File: src/rtl/mvt_settings.svh
`ifndef MVT_SETTINGS_SVH
`define MVT_SETTINGS_SVH

// matrix dimension, square matrix A
`define MVT_N           8

// data word width
`define MVT_DATA_W      32

// datasets held per memory
`define MVT_DATASET_NUM 4

// completed runs per dataset advance
`define MVT_UPDATE_INV  1

// address widths, clog2 of N*N and of N
`define MVT_MAT_AW      6
`define MVT_VEC_AW      3

`endif

File: src/rtl/mvt_pkg.sv
`include "mvt_settings.svh"

package mvt_pkg;

    // memory identity, order gives the memory number
    typedef enum logic [2:0] {
        RAM_A,
        RAM_X1,
        RAM_X2,
        RAM_Y1,
        RAM_Y2
    } ram_id_t;

    // both results of one row plus the write strobe
    typedef struct packed {
        logic [`MVT_DATA_W-1:0] x1_out;
        logic [`MVT_DATA_W-1:0] x2_out;
        logic                   write;
    } kernel_result_t;

    // one result word, whole or split into bytes for folding
    typedef union packed {
        logic [`MVT_DATA_W-1:0] word;
        logic [3:0][7:0]        bytes;
    } result_word_u;

    // stored word for a memory, a dataset and an index
    function automatic logic [`MVT_DATA_W-1:0] kram_content(input ram_id_t     id,
                                                            input int unsigned dataset,
                                                            input int unsigned index);
        logic [31:0] acc;
        acc = index * 32'h9E3779B1;
        acc = acc + 32'(id) * 32'h01000193;
        acc = acc + dataset * 32'h0000B5A5;
        acc = acc ^ (index << 11);
        return acc;
    endfunction

endpackage

File: src/rtl/xor_fold.sv
`timescale 1ns/1ps
`include "mvt_settings.svh"

module xor_fold (
    input  logic                    ap_clk,
    input  logic                    arst_n,
    input  mvt_pkg::kernel_result_t result,
    output logic [3:0]              data_out,
    output logic                    data_valid
);

    import mvt_pkg::*;

    result_word_u w1;
    result_word_u w2;
    logic [7:0]   xor_1 [2];
    logic [1:0]   valid_1;
    logic [7:0]   xor_2;
    logic         valid_2;

    assign w1.word = result.x1_out;
    assign w2.word = result.x2_out;

    // ######################################################################
    // valid pipeline, one bit per lane then merged
    // ######################################################################
    always_ff @(posedge ap_clk or negedge arst_n)
    begin
        if (!arst_n)
        begin
            valid_1    <= '0;
            valid_2    <= 1'b0;
            data_valid <= 1'b0;
        end
        else
        begin
            valid_1    <= {result.write, result.write};
            valid_2    <= |valid_1;
            data_valid <= valid_2;
        end
    end

    always_ff @(posedge ap_clk)
    begin
        // stage 1, bytes of each word
        xor_1[1] <= w1.bytes[0] ^ w1.bytes[1] ^ w1.bytes[2] ^ w1.bytes[3];
        xor_1[0] <= w2.bytes[0] ^ w2.bytes[1] ^ w2.bytes[2] ^ w2.bytes[3];
        // stage 2, select or merge by lane valid
        case (valid_1)
            2'b01:   xor_2 <= xor_1[0];
            2'b10:   xor_2 <= xor_1[1];
            2'b11:   xor_2 <= xor_1[0] ^ xor_1[1];
            default: xor_2 <= '0;
        endcase
        // stage 3, nibble fold
        data_out <= xor_2[7:4] ^ xor_2[3:0];
    end

endmodule

File: config.mk
export PLATFORM = sky130hd
export DESIGN_NAME = xor_fold
export DESIGN_NICKNAME = d
export VERILOG_FILES = /design/src/rtl/mvt_pkg.sv /design/src/rtl/xor_fold.sv
export VERILOG_INCLUDE_DIRS = /design/src /design/src/rtl
export SDC_FILE = /design/constraint.sdc
export NUM_CORES = 1
export LEC_CHECK = 0
export ABC_AREA = 0
export BUFFER_PORTS_ARGS = -buffer_cell sky130_fd_sc_hd__buf_2
export CAP_MARGIN = 30
export CORE_MARGIN = 2
export CORE_UTILIZATION = 35
export CTS_CLUSTER_DIAMETER = 100
export DETAILED_ROUTE_END_ITERATION = 10
export PLACE_DENSITY = 0.74
export SYNTH_ARGS = -nofsm -noshare
export SYNTH_HDL_FRONTEND = slang
export SYNTH_SLANG_ARGS = --single-unit
export TNS_END_PERCENT = 10
File: constraint.sdc
create_clock -name ap_clk -period 1.8 [get_ports ap_clk]
set_input_delay 0.27 -clock ap_clk [delete_from_list [all_inputs] [get_ports ap_clk]]
set_output_delay 0.27 -clock ap_clk [all_outputs]
set_load 0.02 [all_outputs]
; ---- Word-level counts from Yosys, hierarchy flattened
; Memory sizes are Yosys's and may differ from the RTL's.
; Cells that the tools add are included.
[totals]
regBits = 15
input_bits = 67
rom_bits = 0
output_inout_bits = 5
ram_bits = 16
latchBits = 0
mem_count = 1
[op_classes]
n_bitwise = 8
div = 0
eq_ne = 3
mul = 0
shifts = 0
n_mux = 1
n_reduce_logical = 1
addsub = 0
order_cmp = 0
[memory_table]
columns = name, words, width, rd, rd_clocked_by_memory_dff, write_ports, line_no
row1 = xor_1, 2, 8, 2, 0, 2, xor_fold.sv:16  ; logic [7:0] xor_1 [2];
[ops]
columns = op, count
row1 = $xor A8 B8 Y8, 7
row2 = $pmux W8 S3, 1
row3 = $eq A2 B2 Y1 const B, 2
row4 = $xor A4 B4 Y4, 1
row5 = $eq A2 B1 Y1 const B, 1
row6 = $reduce_or A2 Y1, 1

; ---- Logic depth before layout (Yosys ltp)
[logic_depth]
depth_word = 3
mapped_depth = 2

; ---- Least setup slack after synthesis
; No wires, ideal clock.
[synth_timing]
path_type = reg-to-output
start = register data_valid
end = output data_valid
stages_incl_launch_ff = 1
path_buffers = 0
slack_ns = 1.114
arrival_time_ns = 0.416
cell_sequence = dfrtp_1
[synth_lines]
columns = element, line_no
row1 = start: declaration, xor_fold.sv:9  ; output logic data_valid
row2 = start signal: assignment, xor_fold.sv:39  ; data_valid <= valid_2;
; No word-level cell between the ends.

; ---- Worst setup path after layout
[layout_timing]
start = register data_valid
end = output data_valid
; No word-level cell between the ends.

==> reports/metrics.cfg <==
[setup_path]
worst-endpoint-arrival_ns=0.82
cp.required_ns=1.53
critical-path-top-delay-family=flip-flops
path_max_fanout=1
reg2regPathDepth=1
critical_path_buf_inv_count=1
max_stage_delay_ns=0.36
reg2reg_to=xor_2[0]
critical_path_class=flop to output pin
regToRegSetupSlack_ns=1.05
start_kind=flop
critical_path.endpoint_type=output pin
cp_slowest_cell=dfrtp_1
cp.depth=1
cell_chain_critical_path=buf_2
reg2reg_from=valid_1[0]

[run]
max_capacitance_violation_total=0

[cts]
clk_pin_slew_worst_paths_ns=0.08
clock_tree.buffer_depth=2
clock-root-buffer=clkbuf_4
clkSinkCount=31
htree_levels=2
postCtsResizedCells=0
cts_buffers=5
clk-insertion-delay-late_ns=0.31
tritoncts_clock_tree=built

[yosys]
synthDominantCellAreaShare_pct=46.3
sequential_cell_area_fraction_in_the_yosys_report_pct=52.5
synth.distinct_cells=5
mappedNetlistArea_um2=1210
synthesis.yosys.warnings=0
post_synth_inst_count=99
mean_area_per_synthesized_cell_um2=12.2
post_synthesis_net_count=166
synth.ff_latch_count=31
post-synth-top-area-cell=dfxtp_1
yosys-top-cells-area=dfxtp_1 (46%), xnor2_1 (23%), xor2_1 (20%), dfrtp_1 (6.2%), and2_1 (4.1%)

[floorplanning]
initial_core_util_pct=36.3
die_height_um=62.8
dieArea_um2=3950
die_w_um=62.8
io_pins=72
placeableCoreArea_um2=3340
row_count=21

[hold_path]
holdPathStages=1
min_path_type=primary input to flop
min_delay_worst_endpoint=valid_1[0]
hold_path_startpoint=result[0]

[timing]
min_period_ns=1.09
slew_viol_final=0
max_slew.worst_pin.slew_ns=0.247
period_share_pct=60.5
whs_ns=0.0612
final_critical_path_setup_slack_ns=0.710
timing.final.hold_violations=0
tns_ns=0
setup_viol=0
clock.fmax_ghz=0.918
slew_headroom_pct=83.6
unrepaired_setup_endpoints_after_global_routing=no
fin_worst_skew_ns=0.00597

[placed_design]
dp_hpwl_mm=1.44
dp_cells=216
io_buffer_count=71
postPlaceCellArea_um2=1620
dp_worst_setup_slack_ns=0.994
gp_congestion=0.627

[detailed_routing]
routed-via-count=882
met1_length_um=674
via_per_inst=3.92
top_layer=met4
drt_first_pass_iters=2
route.final.wire_length_mm=1.77
met2WireLength_um=821
met3_wire_length_um=229
drc_violations_left=0
drt-initial-drc-count=2
detail_route.wl_per_cell_um=7.86
ant_nets=0

[global_route]
grt_first_pass_wirelength_mm=3.08
grt_pass1_vias=821
grt_overflow_total=0
grt_start_max_net_pins=10
grt.total_usage_pct=10.5
number_of_antenna_violations_at_the_first_check_in_global_routing=0

[cells_and_area]
layout-drive-gt1-share_pct=43.0
final_area_um2=1680
nNetsFinal=245
insertedDiodeCount=0
finish.cell_count_without_fillers=225
area.growth.synth_to_final_pct=39.0

[power_and_ir_drop]
power_leakage_nw=0.801
worst_ir_drop_vdd_uv=306
p_per_area_nw_per_um2=994

[status]
status=finished, final reports clean

## kinds of logic after synthesis
| logic type | after synthesis | synth area share (%) |
|---|---|---|
| XOR/XNOR | 60 | 43.4 |
| flip-flops | 31 | 52.5 |
| AND/OR/NAND/NOR | 8 | 4.13 |
## worst max path at each step
stage | from | slack, ns | endpoint
floorplan | data_valid | 1.11 | data_valid
global placement | result[21] | 1.01 | xor_1[0][4]
detailed placement | result[21] | 0.99 | xor_1[0][4]
CTS | data_valid | 0.68 | data_valid
global route | data_valid | 0.65 | data_valid
finish | data_valid | 0.71 | data_valid
## repair_timing
item	4_1_cts	5_1_grt
endpoints found under the hold margin	3	0
hold buffers	1	0
setup buffers	0	0
## synth_stat cells
master,count
and2_1,8
dfrtp_1,3
xor2_1,28
xnor2_1,32
dfxtp_1,28
## stage by stage
stage | power (mW) | utilization (%)
floorplan | 1.18 | -
global placement | 1.33 | 48.7
detailed placement | 1.34 | 48.7
CTS | 1.71 | 50.5
global route | 1.80 | 50.5
finish | 1.67 | 50.5
## area by class of cell
type / instances / area (um^2)
clock inverter: 1 / 5.00
sequential: 31 / 636
tap: 46 / 57.6
timing repair buffer: 72 / 365
clock buffer: 7 / 45.0
multi-input combinational: 68 / 576
fill: 322 / 1650
## per-layer routing
metal | track usage [%] | vias to the layer above
met5 | 0 | -
met4 | 5.83 | 0
met3 | 5.59 | 7
met2 | 18.4 | 60
met1 | 9.76 | 359
li1 | - | 456
## cell usage in the layout (no fill, tap or decap)
master and instances:
xor2_1 28, dlygate4sd3_1 1, xnor2_1 32, clkbuf_1 2
buf_2 71, and2_1 8, clkbuf_4 5, dfrtp_1 3
clkinv_2 1, dfxtp_1 28
## sequential cells by signal (all words and copies together), names as in the netlist
| signal | cells |
|---|---|
| data_out | 4 |
| data_valid | 1 |
| valid_1 | 1 |
| valid_2 | 1 |
| xor_1 | 16 |
| xor_2 | 8 |
## power by group
group | total [mW] | internal [mW] | switching, mW
clock network | 0.357 | 0.152 | 0.205
registers | 0.910 | 0.853 | 0.0568
logic | 0.406 | 0.227 | 0.179
Power figures use the tool's default switching activity.
