--- config.mk ---
export PLATFORM = sky130hd
export DESIGN_NAME = mvt_kernel
export DESIGN_NICKNAME = d
export VERILOG_FILES = /design/src/rtl/mvt_pkg.sv /design/src/rtl/mvt_kernel.sv
export VERILOG_INCLUDE_DIRS = /design/src /design/src/rtl
export SDC_FILE = /design/constraint.sdc
export NUM_CORES = 2
export LEC_CHECK = 0
export BUFFER_PORTS_ARGS = -buffer_cell sky130_fd_sc_hd__clkbuf_2
export CORE_AREA = 2 2 328 330
export CTS_CLUSTER_DIAMETER = 120
export DETAILED_ROUTE_END_ITERATION = 16
export DIE_AREA = 0 0 330 332
export PLACE_DENSITY = 0.63
export SYNTH_ARGS = -nofsm -noshare
export SYNTH_HDL_FRONTEND = slang
export SYNTH_SLANG_ARGS = --single-unit
--- constraint.sdc ---
create_clock -name ap_clk -period 9.3 [get_ports ap_clk]
set_input_delay 1.86 -clock ap_clk [delete_from_list [all_inputs] [get_ports ap_clk]]
set_output_delay 1.86 -clock ap_clk [all_outputs]
set_load 0.1 [all_outputs]
--- src/rtl/mvt_settings.svh ---
`ifndef MVT_SETTINGS_SVH
`define MVT_SETTINGS_SVH

// matrix dimension, square matrix A
`define MVT_N           8

// data word width
`define MVT_DATA_W      32

// datasets held per memory
`define MVT_DATASET_NUM 4

// completed runs per dataset advance
`define MVT_UPDATE_INV  1

// address widths, clog2 of N*N and of N
`define MVT_MAT_AW      6
`define MVT_VEC_AW      3

`endif

--- src/rtl/mvt_pkg.sv ---
`include "mvt_settings.svh"

package mvt_pkg;

    // memory identity, order gives the memory number
    typedef enum logic [2:0] {
        RAM_A,
        RAM_X1,
        RAM_X2,
        RAM_Y1,
        RAM_Y2
    } ram_id_t;

    // both results of one row plus the write strobe
    typedef struct packed {
        logic [`MVT_DATA_W-1:0] x1_out;
        logic [`MVT_DATA_W-1:0] x2_out;
        logic                   write;
    } kernel_result_t;

    // one result word, whole or split into bytes for folding
    typedef union packed {
        logic [`MVT_DATA_W-1:0] word;
        logic [3:0][7:0]        bytes;
    } result_word_u;

    // stored word for a memory, a dataset and an index
    function automatic logic [`MVT_DATA_W-1:0] kram_content(input ram_id_t     id,
                                                            input int unsigned dataset,
                                                            input int unsigned index);
        logic [31:0] acc;
        acc = index * 32'h9E3779B1;
        acc = acc + 32'(id) * 32'h01000193;
        acc = acc + dataset * 32'h0000B5A5;
        acc = acc ^ (index << 11);
        return acc;
    endfunction

endpackage

--- src/rtl/mvt_kernel.sv ---
`timescale 1ns/1ps
`include "mvt_settings.svh"

module mvt_kernel (
    input  logic                    ap_clk,
    input  logic                    arst_n,
    input  logic                    ap_start,
    output logic                    ap_done,
    output logic                    ap_idle,
    output logic                    a_en,
    output logic [`MVT_MAT_AW-1:0]  a_addr,
    input  logic [`MVT_DATA_W-1:0]  a_q,
    output logic                    x1_en,
    output logic [`MVT_VEC_AW-1:0]  x1_addr,
    input  logic [`MVT_DATA_W-1:0]  x1_q,
    output logic                    x2_en,
    output logic [`MVT_VEC_AW-1:0]  x2_addr,
    input  logic [`MVT_DATA_W-1:0]  x2_q,
    output logic                    y1_en,
    output logic [`MVT_VEC_AW-1:0]  y1_addr,
    input  logic [`MVT_DATA_W-1:0]  y1_q,
    output logic                    y2_en,
    output logic [`MVT_VEC_AW-1:0]  y2_addr,
    input  logic [`MVT_DATA_W-1:0]  y2_q,
    output mvt_pkg::kernel_result_t result
);

    typedef enum logic [2:0] {
        S_IDLE,
        S_ROW_RD,
        S_ROW_LD,
        S_ACC0,
        S_ACC1,
        S_DRAIN,
        S_WRITE,
        S_DONE
    } state_t;

    localparam logic [`MVT_VEC_AW-1:0] LAST_IDX = `MVT_VEC_AW'(`MVT_N - 1);

    state_t                 state;
    logic [`MVT_VEC_AW-1:0] row;
    logic [`MVT_VEC_AW-1:0] col;
    logic                   mul2_vld;
    logic [`MVT_DATA_W-1:0] acc1;
    logic [`MVT_DATA_W-1:0] acc2;
    logic [`MVT_DATA_W-1:0] prod1;
    logic [`MVT_DATA_W-1:0] prod2;

    // ######################################################################
    // control FSM, rows outer, j inner with two sub-steps
    // ######################################################################
    always_ff @(posedge ap_clk or negedge arst_n)
    begin
        if (!arst_n)
        begin
            state    <= S_IDLE;
            row      <= '0;
            col      <= '0;
            mul2_vld <= 1'b0;
        end
        else
        begin
            // sub-step 1 read returns one cycle later
            mul2_vld <= (state == S_ACC1);
            case (state)
                S_IDLE:
                begin
                    row <= '0;
                    col <= '0;
                    if (ap_start)
                        state <= S_ROW_RD;
                end
                S_ROW_RD: state <= S_ROW_LD;
                S_ROW_LD: state <= S_ACC0;
                S_ACC0:   state <= S_ACC1;
                S_ACC1:
                begin
                    if (col == LAST_IDX)
                    begin
                        col   <= '0;
                        state <= S_DRAIN;
                    end
                    else
                    begin
                        col   <= col + 1'b1;
                        state <= S_ACC0;
                    end
                end
                S_DRAIN:  state <= S_WRITE;
                S_WRITE:
                begin
                    if (row == LAST_IDX)
                    begin
                        row   <= '0;
                        state <= S_DONE;
                    end
                    else
                    begin
                        row   <= row + 1'b1;
                        state <= S_ROW_RD;
                    end
                end
                default:  state <= S_IDLE;
            endcase
        end
    end

    // memory read ports
    assign x1_en   = (state == S_ROW_RD);
    assign x2_en   = (state == S_ROW_RD);
    assign x1_addr = row;
    assign x2_addr = row;
    assign y1_en   = (state == S_ACC0);
    assign y2_en   = (state == S_ACC1);
    assign y1_addr = col;
    assign y2_addr = col;
    assign a_en    = (state == S_ACC0) || (state == S_ACC1);
    // N is a power of two, so i*N+j is a plain concatenation
    assign a_addr  = (state == S_ACC1) ? {col, row} : {row, col};

    // ######################################################################
    // accumulators, wrapping 32-bit arithmetic
    // ######################################################################
    assign prod1 = a_q * y1_q;
    assign prod2 = a_q * y2_q;

    always_ff @(posedge ap_clk)
    begin
        if (state == S_ROW_LD)
        begin
            acc1 <= x1_q;
            acc2 <= x2_q;
        end
        else
        begin
            // A[i][j]*y1[j] lands during sub-step 1
            if (state == S_ACC1)
                acc1 <= acc1 + prod1;
            // A[j][i]*y2[j] lands one cycle after sub-step 1
            if (mul2_vld)
                acc2 <= acc2 + prod2;
        end
    end

    assign result.x1_out = acc1;
    assign result.x2_out = acc2;
    assign result.write  = (state == S_WRITE);

    assign ap_done = (state == S_DONE);
    assign ap_idle = (state == S_IDLE);

endmodule

Word-level counts from Yosys, hierarchy flattened
Cells that the tools add are included.
- register bits: 74
- output and inout bits: 90
- input bits: 163
- word-level logic and storage cells: 41
- add/sub/neg operators: 4
- mux-type cells: 13
- eq/ne operators: 10
- multipliers: 2
- reductions and logical operators: 6
- operators by type and width (operator ; count):
    two-way mux 32 bit ; 4
    adder 32 bit ; 2
    multiplier 32 x 32 -> 32 bit ; 2
    case mux 3 bit (7 select lines) ; 1
    equality test 3 bit, second input constant ; 6
    two-way mux 3 bit ; 5
    case mux 3 bit (2 select lines) ; 2
    nonzero test 2 bit ; 4
    adder 3 x 1 -> 3 bit, second input constant ; 2
    equality test 3 x 2 -> 1 bit, second input constant ; 2
    two-way mux 6 bit ; 1
    equality test 3 x 1 -> 1 bit, second input constant ; 1
    zero test 3 bit ; 1
    inequality test 2 bit, second input constant ; 1
    logical OR 1 bit ; 1

Longest topological paths before layout
- depth after elaboration: 4
- mapped depth: 30
- gate-level depth less buffers: 27

Worst setup path after synthesis
OpenSTA, ideal clock, no wires.
- path kind: input-to-reg
- from: input a_q[18]
- to: register acc2[31], data pin
- library setup time: 258 ps
- required time: 9042 ps
- arrival: 8461 ps
- path buffers: 2
- stages: 27
- setup slack: 581 ps
- cell sequence: clkbuf_1 clkbuf_1 and2_1 fa_1 fa_1 fa_1 inv_1 fa_1 inv_1 fa_1 inv_1 fa_1 inv_1 fa_1 inv_1 fa_1 inv_1 ha_1 a21oi_1 o21ai_1 a221o_1 a21o_1 a2111oi_2 nor3_1 a31oi_1 xnor2_1 a21oi_1
- cells in the longest elaborated chain, start to end: 4
- RTL lines (what ; line ; text):
    start: declaration ; mvt_kernel.sv:12 ; input logic [`MVT_DATA_W-1:0] a_q,
    multiplier 32 x 32 -> 32 bit ; mvt_kernel.sv:126 ; assign prod2 = a_q * y2_q;
    adder 32 bit ; mvt_kernel.sv:142 ; acc2 <= acc2 + prod2;
    two-way mux 32 bit ; mvt_kernel.sv:141 ; if (mul2_vld)
    two-way mux 32 bit ; mvt_kernel.sv:130 ; if (state == S_ROW_LD)
    end signal: assignment ; mvt_kernel.sv:133 ; acc2 <= x2_q;
    end signal: assignment ; mvt_kernel.sv:142 ;
    end: declaration ; mvt_kernel.sv:46 ; logic [`MVT_DATA_W-1:0] acc2;
No other way between the ends. The select of a mux whose other input is x is not followed.
A chain may end at the register's enable or synchronous reset.

Worst setup path in the final report
- from: input a_q[2]
- to: register acc1[31], data pin
- cells in the longest elaborated chain, start to end: 4
- RTL lines (what ; line ; text):
    multiplier 32 x 32 -> 32 bit ; mvt_kernel.sv:125 ; assign prod1 = a_q * y1_q;
    adder 32 bit ; mvt_kernel.sv:139 ; acc1 <= acc1 + prod1;
    two-way mux 32 bit ; mvt_kernel.sv:138 ; if (state == S_ACC1)
    two-way mux 32 bit ; mvt_kernel.sv:130 ;
    end signal: assignment ; mvt_kernel.sv:132 ; acc1 <= x1_q;
    end signal: assignment ; mvt_kernel.sv:139 ;
    end: declaration ; mvt_kernel.sv:45 ; logic [`MVT_DATA_W-1:0] acc1;
No other way between the ends. The select of a mux whose other input is x is not followed.

==> results.cfg <==
[yosys]
async_flop_share_pct = 13.5
yosysWarnings = 0
yosysTopAreaCell = fa_1
synth_edf_count = 64
syn_avg_cell_area_sq_um = 9.08
ys.flop_type = edfxtp_1
postSynthCellCount = 4061
seq_area_frac_synth_pct = 5.89
syn_area_sq_um = 36900
syn_nets = 5352
synth_area_leaders = fa_1 48%, and2_1 11%, inv_1 10%
synth_top_area_share_pct = 47.6
synth_seq_cells = 74
yosysUniqueCellTypes = 58

[clock_tree]
post_cts_resized = 0
cts_tree = yes
postCtsSetupRepairBufs = 0
htree_num_levels = 3
root_buffer = clkbuf_16
ctsLongestPathBuffers = 2
cts.sinks = 74
clk_latency_ns = 0.40
postCtsHoldBufs = 0
clk_pin_slew_ns = 0.08
cts_buffers = 9

[flow_run]
cap_violations = 0

[global_routing]
globalRouteMet3Util_pct = 4.46
grt_pass1_vias = 29744
antenna_found_initial = 13
grtUsageMet2_pct = 33.5
grt-ovfl-total = 0
grt.met1_usage_pct = 29.3
track_usage_pct = 20.9
grt.busiest_layer = met2
grt_first_pass_wirelength_um = 174000
grt_max_degree = 60

[floorplanning]
dieArea_sq_um = 110000
ios = 253
chipWidth_um = 330
start_util_pct = 34.7
num_rows = 120
core_area_sq_um = 106000
die_y_um = 332

[timing]
finalCriticalPeriod_ns = 8.84
tightestPinTransition_ns = 1.01
min_period_over_period_pct = 95.0
holdWs_ns = 0.609
final_hold_viol_count = 0
finClkSkew_ns = 0.0126
tns_ns = 0
finalSetupViolCount = 0
rsz0062_at_grt = false
fmax_mhz = 113
relSlewSlack_pct = 32.9
drv_slew = 0

[setup_path]
cp_max_fo = 24
worstSetupStartpointType = input port
r2r_end = acc2[31]$_DFFE_PP_
critPathArrivalTime_ns = 8.96
worst_ep_required_time_ns = 9.43
r2r_cells = 24
critical_path_class = input port to register
r2r_setup_slack_ns = 2.05
r2r_start = acc2[18]$_DFFE_PP_
critPathCaptureType = register

[placed_design]
io_buffers = 252
dp_hpwl_um = 93900
placed_area_sq_um = 40200
globalplace.congestion = 0.890

[hold_path]
hp-class = register to register
holdPathStages = 1
hp-start = x1_addr[1]$_DFFE_PN0P_
holdPathEnd = x1_addr[1]$_DFFE_PN0P_

[finish]
multiInputGateArea_sq_um = 30100
drive_gt1_share_pct = 9.97
regArea_sq_um = 2170
design_area_sq_um = 40500
nFillCells = 10817
nets = 5528
area_growth_pct = 9.97

[route]
drc_errors = 27
wire_per_inst_um = 19.7
num_vias = 26999
via_per_inst = 4.78
drt-total-wl_um = 111000
firstDrtPassIters = 12
ant_nets = 0
dr.first_iter.drc_count = 1625

[outcome]
violations = design-rule violations
outcome = finished, violations left
layout make-up:
cell class                      instances  share of cell area [%]
Antenna cell                            9                  0.0556
Clock buffer                           10                   0.565
Clock inverter                          6                   0.281
Inverter                              987                    9.14
Multi-Input combinational cell       2782                    74.3
Sequential cell                        74                    5.36
Tap cell                             1403                    4.33
Timing Repair Buffer                  383                    5.94
worst max-delay path by stage:
stage                     startpoint                 end  slack [ns]
final                         a_q[2]  acc1[31]$_DFFE_PP_        0.46
after global routing         a_q[11]  acc2[31]$_DFFE_PP_        0.12
after CTS                     a_q[2]  acc1[31]$_DFFE_PP_        0.52
after detailed placement     a_q[11]  acc2[31]$_DFFE_PP_        0.07
after global placement        a_q[2]  acc1[31]$_DFFE_PP_        0.10
after floorplan              a_q[18]  acc2[31]$_DFFE_PP_        0.58
placed cells by master, fill, tap and decap left out, types with 4 or more instances in the layout:
master / instances
inv_1: 987
nand2_1: 514
edfxtp_1: 64
clkbuf_16: 9
a31o_2: 4
nand2b_1: 7
o21bai_1: 13
buf_12: 13
nor3b_1: 5
and2_1: 638
fa_1: 876
o21ai_1: 20
xor2_1: 45
nand3_1: 11
o21ai_0: 35
dfrtp_1: 10
a21o_1: 18
diode_2: 9
xnor2_1: 128
a31oi_1: 5
nor2_1: 51
nor3_1: 8
a22o_1: 4
a211oi_1: 6
o31ai_1: 8
a21oi_1: 63
mux2_2: 6
and3_1: 4
a211oi_2: 4
clkbuf_2: 252
ha_1: 252
buf_4: 118
o21a_1: 8
o211ai_1: 5
nor2b_1: 5
cell usage after synthesis (13+ instances only):
master and n:
a21o_1 18, a21oi_1 63, and2_1 638, clkbuf_1 198, edfxtp_1 64, fa_1 876
ha_1 252, inv_1 987, nand2_1 514, nor2_1 52, o21ai_0 35, o21ai_1 20
o21bai_1 13, xnor2_1 128, xor2_1 45
kinds of logic after synthesis:
| kind of cell | count (synthesis) | synth area share, % |
|---|---|---|
| buf+inv | 1205 | 12.4 |
| xor+xnor | 173 | 4.11 |
| mux | 7 | 0.210 |
| flops | 74 | 5.89 |
| simple gates | 1260 | 17.5 |
| compound gates | 214 | 3.75 |
| fa+ha+maj | 1128 | 56.1 |
critical path, cell delays in order:
cell and delay (ns):
clkbuf_2 0.51, buf_4 0.37, and2_1 0.15, fa_1 0.43, fa_1 0.44, fa_1 0.50, inv_1 0.05, fa_1 0.48
inv_1 0.05, fa_1 0.45, ha_1 0.29, fa_1 0.49, inv_1 0.06, fa_1 0.54, inv_1 0.06, ha_1 0.30
and4_1 0.18, and2_1 0.23, and4_1 0.25, o21ai_2 0.23, o22ai_1 0.18, o41ai_2 0.32, o2111ai_1 0.21, xnor2_1 0.21
a21oi_1 0.09
per-stage QoR:
step | worst slack [ns] | util, % | std cells
after floorplan | 0.581 | - | 4061
after global placement | 0.104 | 37.8 | 5629
after detailed placement | 0.0653 | 37.8 | 5629
after CTS | 0.520 | 38.1 | 5645
after global routing | 0.123 | 38.1 | 5646
final | 0.462 | 38.1 | 5654
registers in the layout, indices dropped and copies added (netlist names):
signal	flops
acc1	32
acc2	32
mul2_vld	1
state	3
x1_addr	3
y1_addr	3
routing by layer:
layer	share of wire (%)	up-vias
met3	8.4	118
met1	43	13888
met4	1.6	22
met2	46	939
li1	-	12032
met5	0.12	-
Power is not shown: default switching activity piles up to over one toggle a cycle in this logic, so the estimate is an artifact.
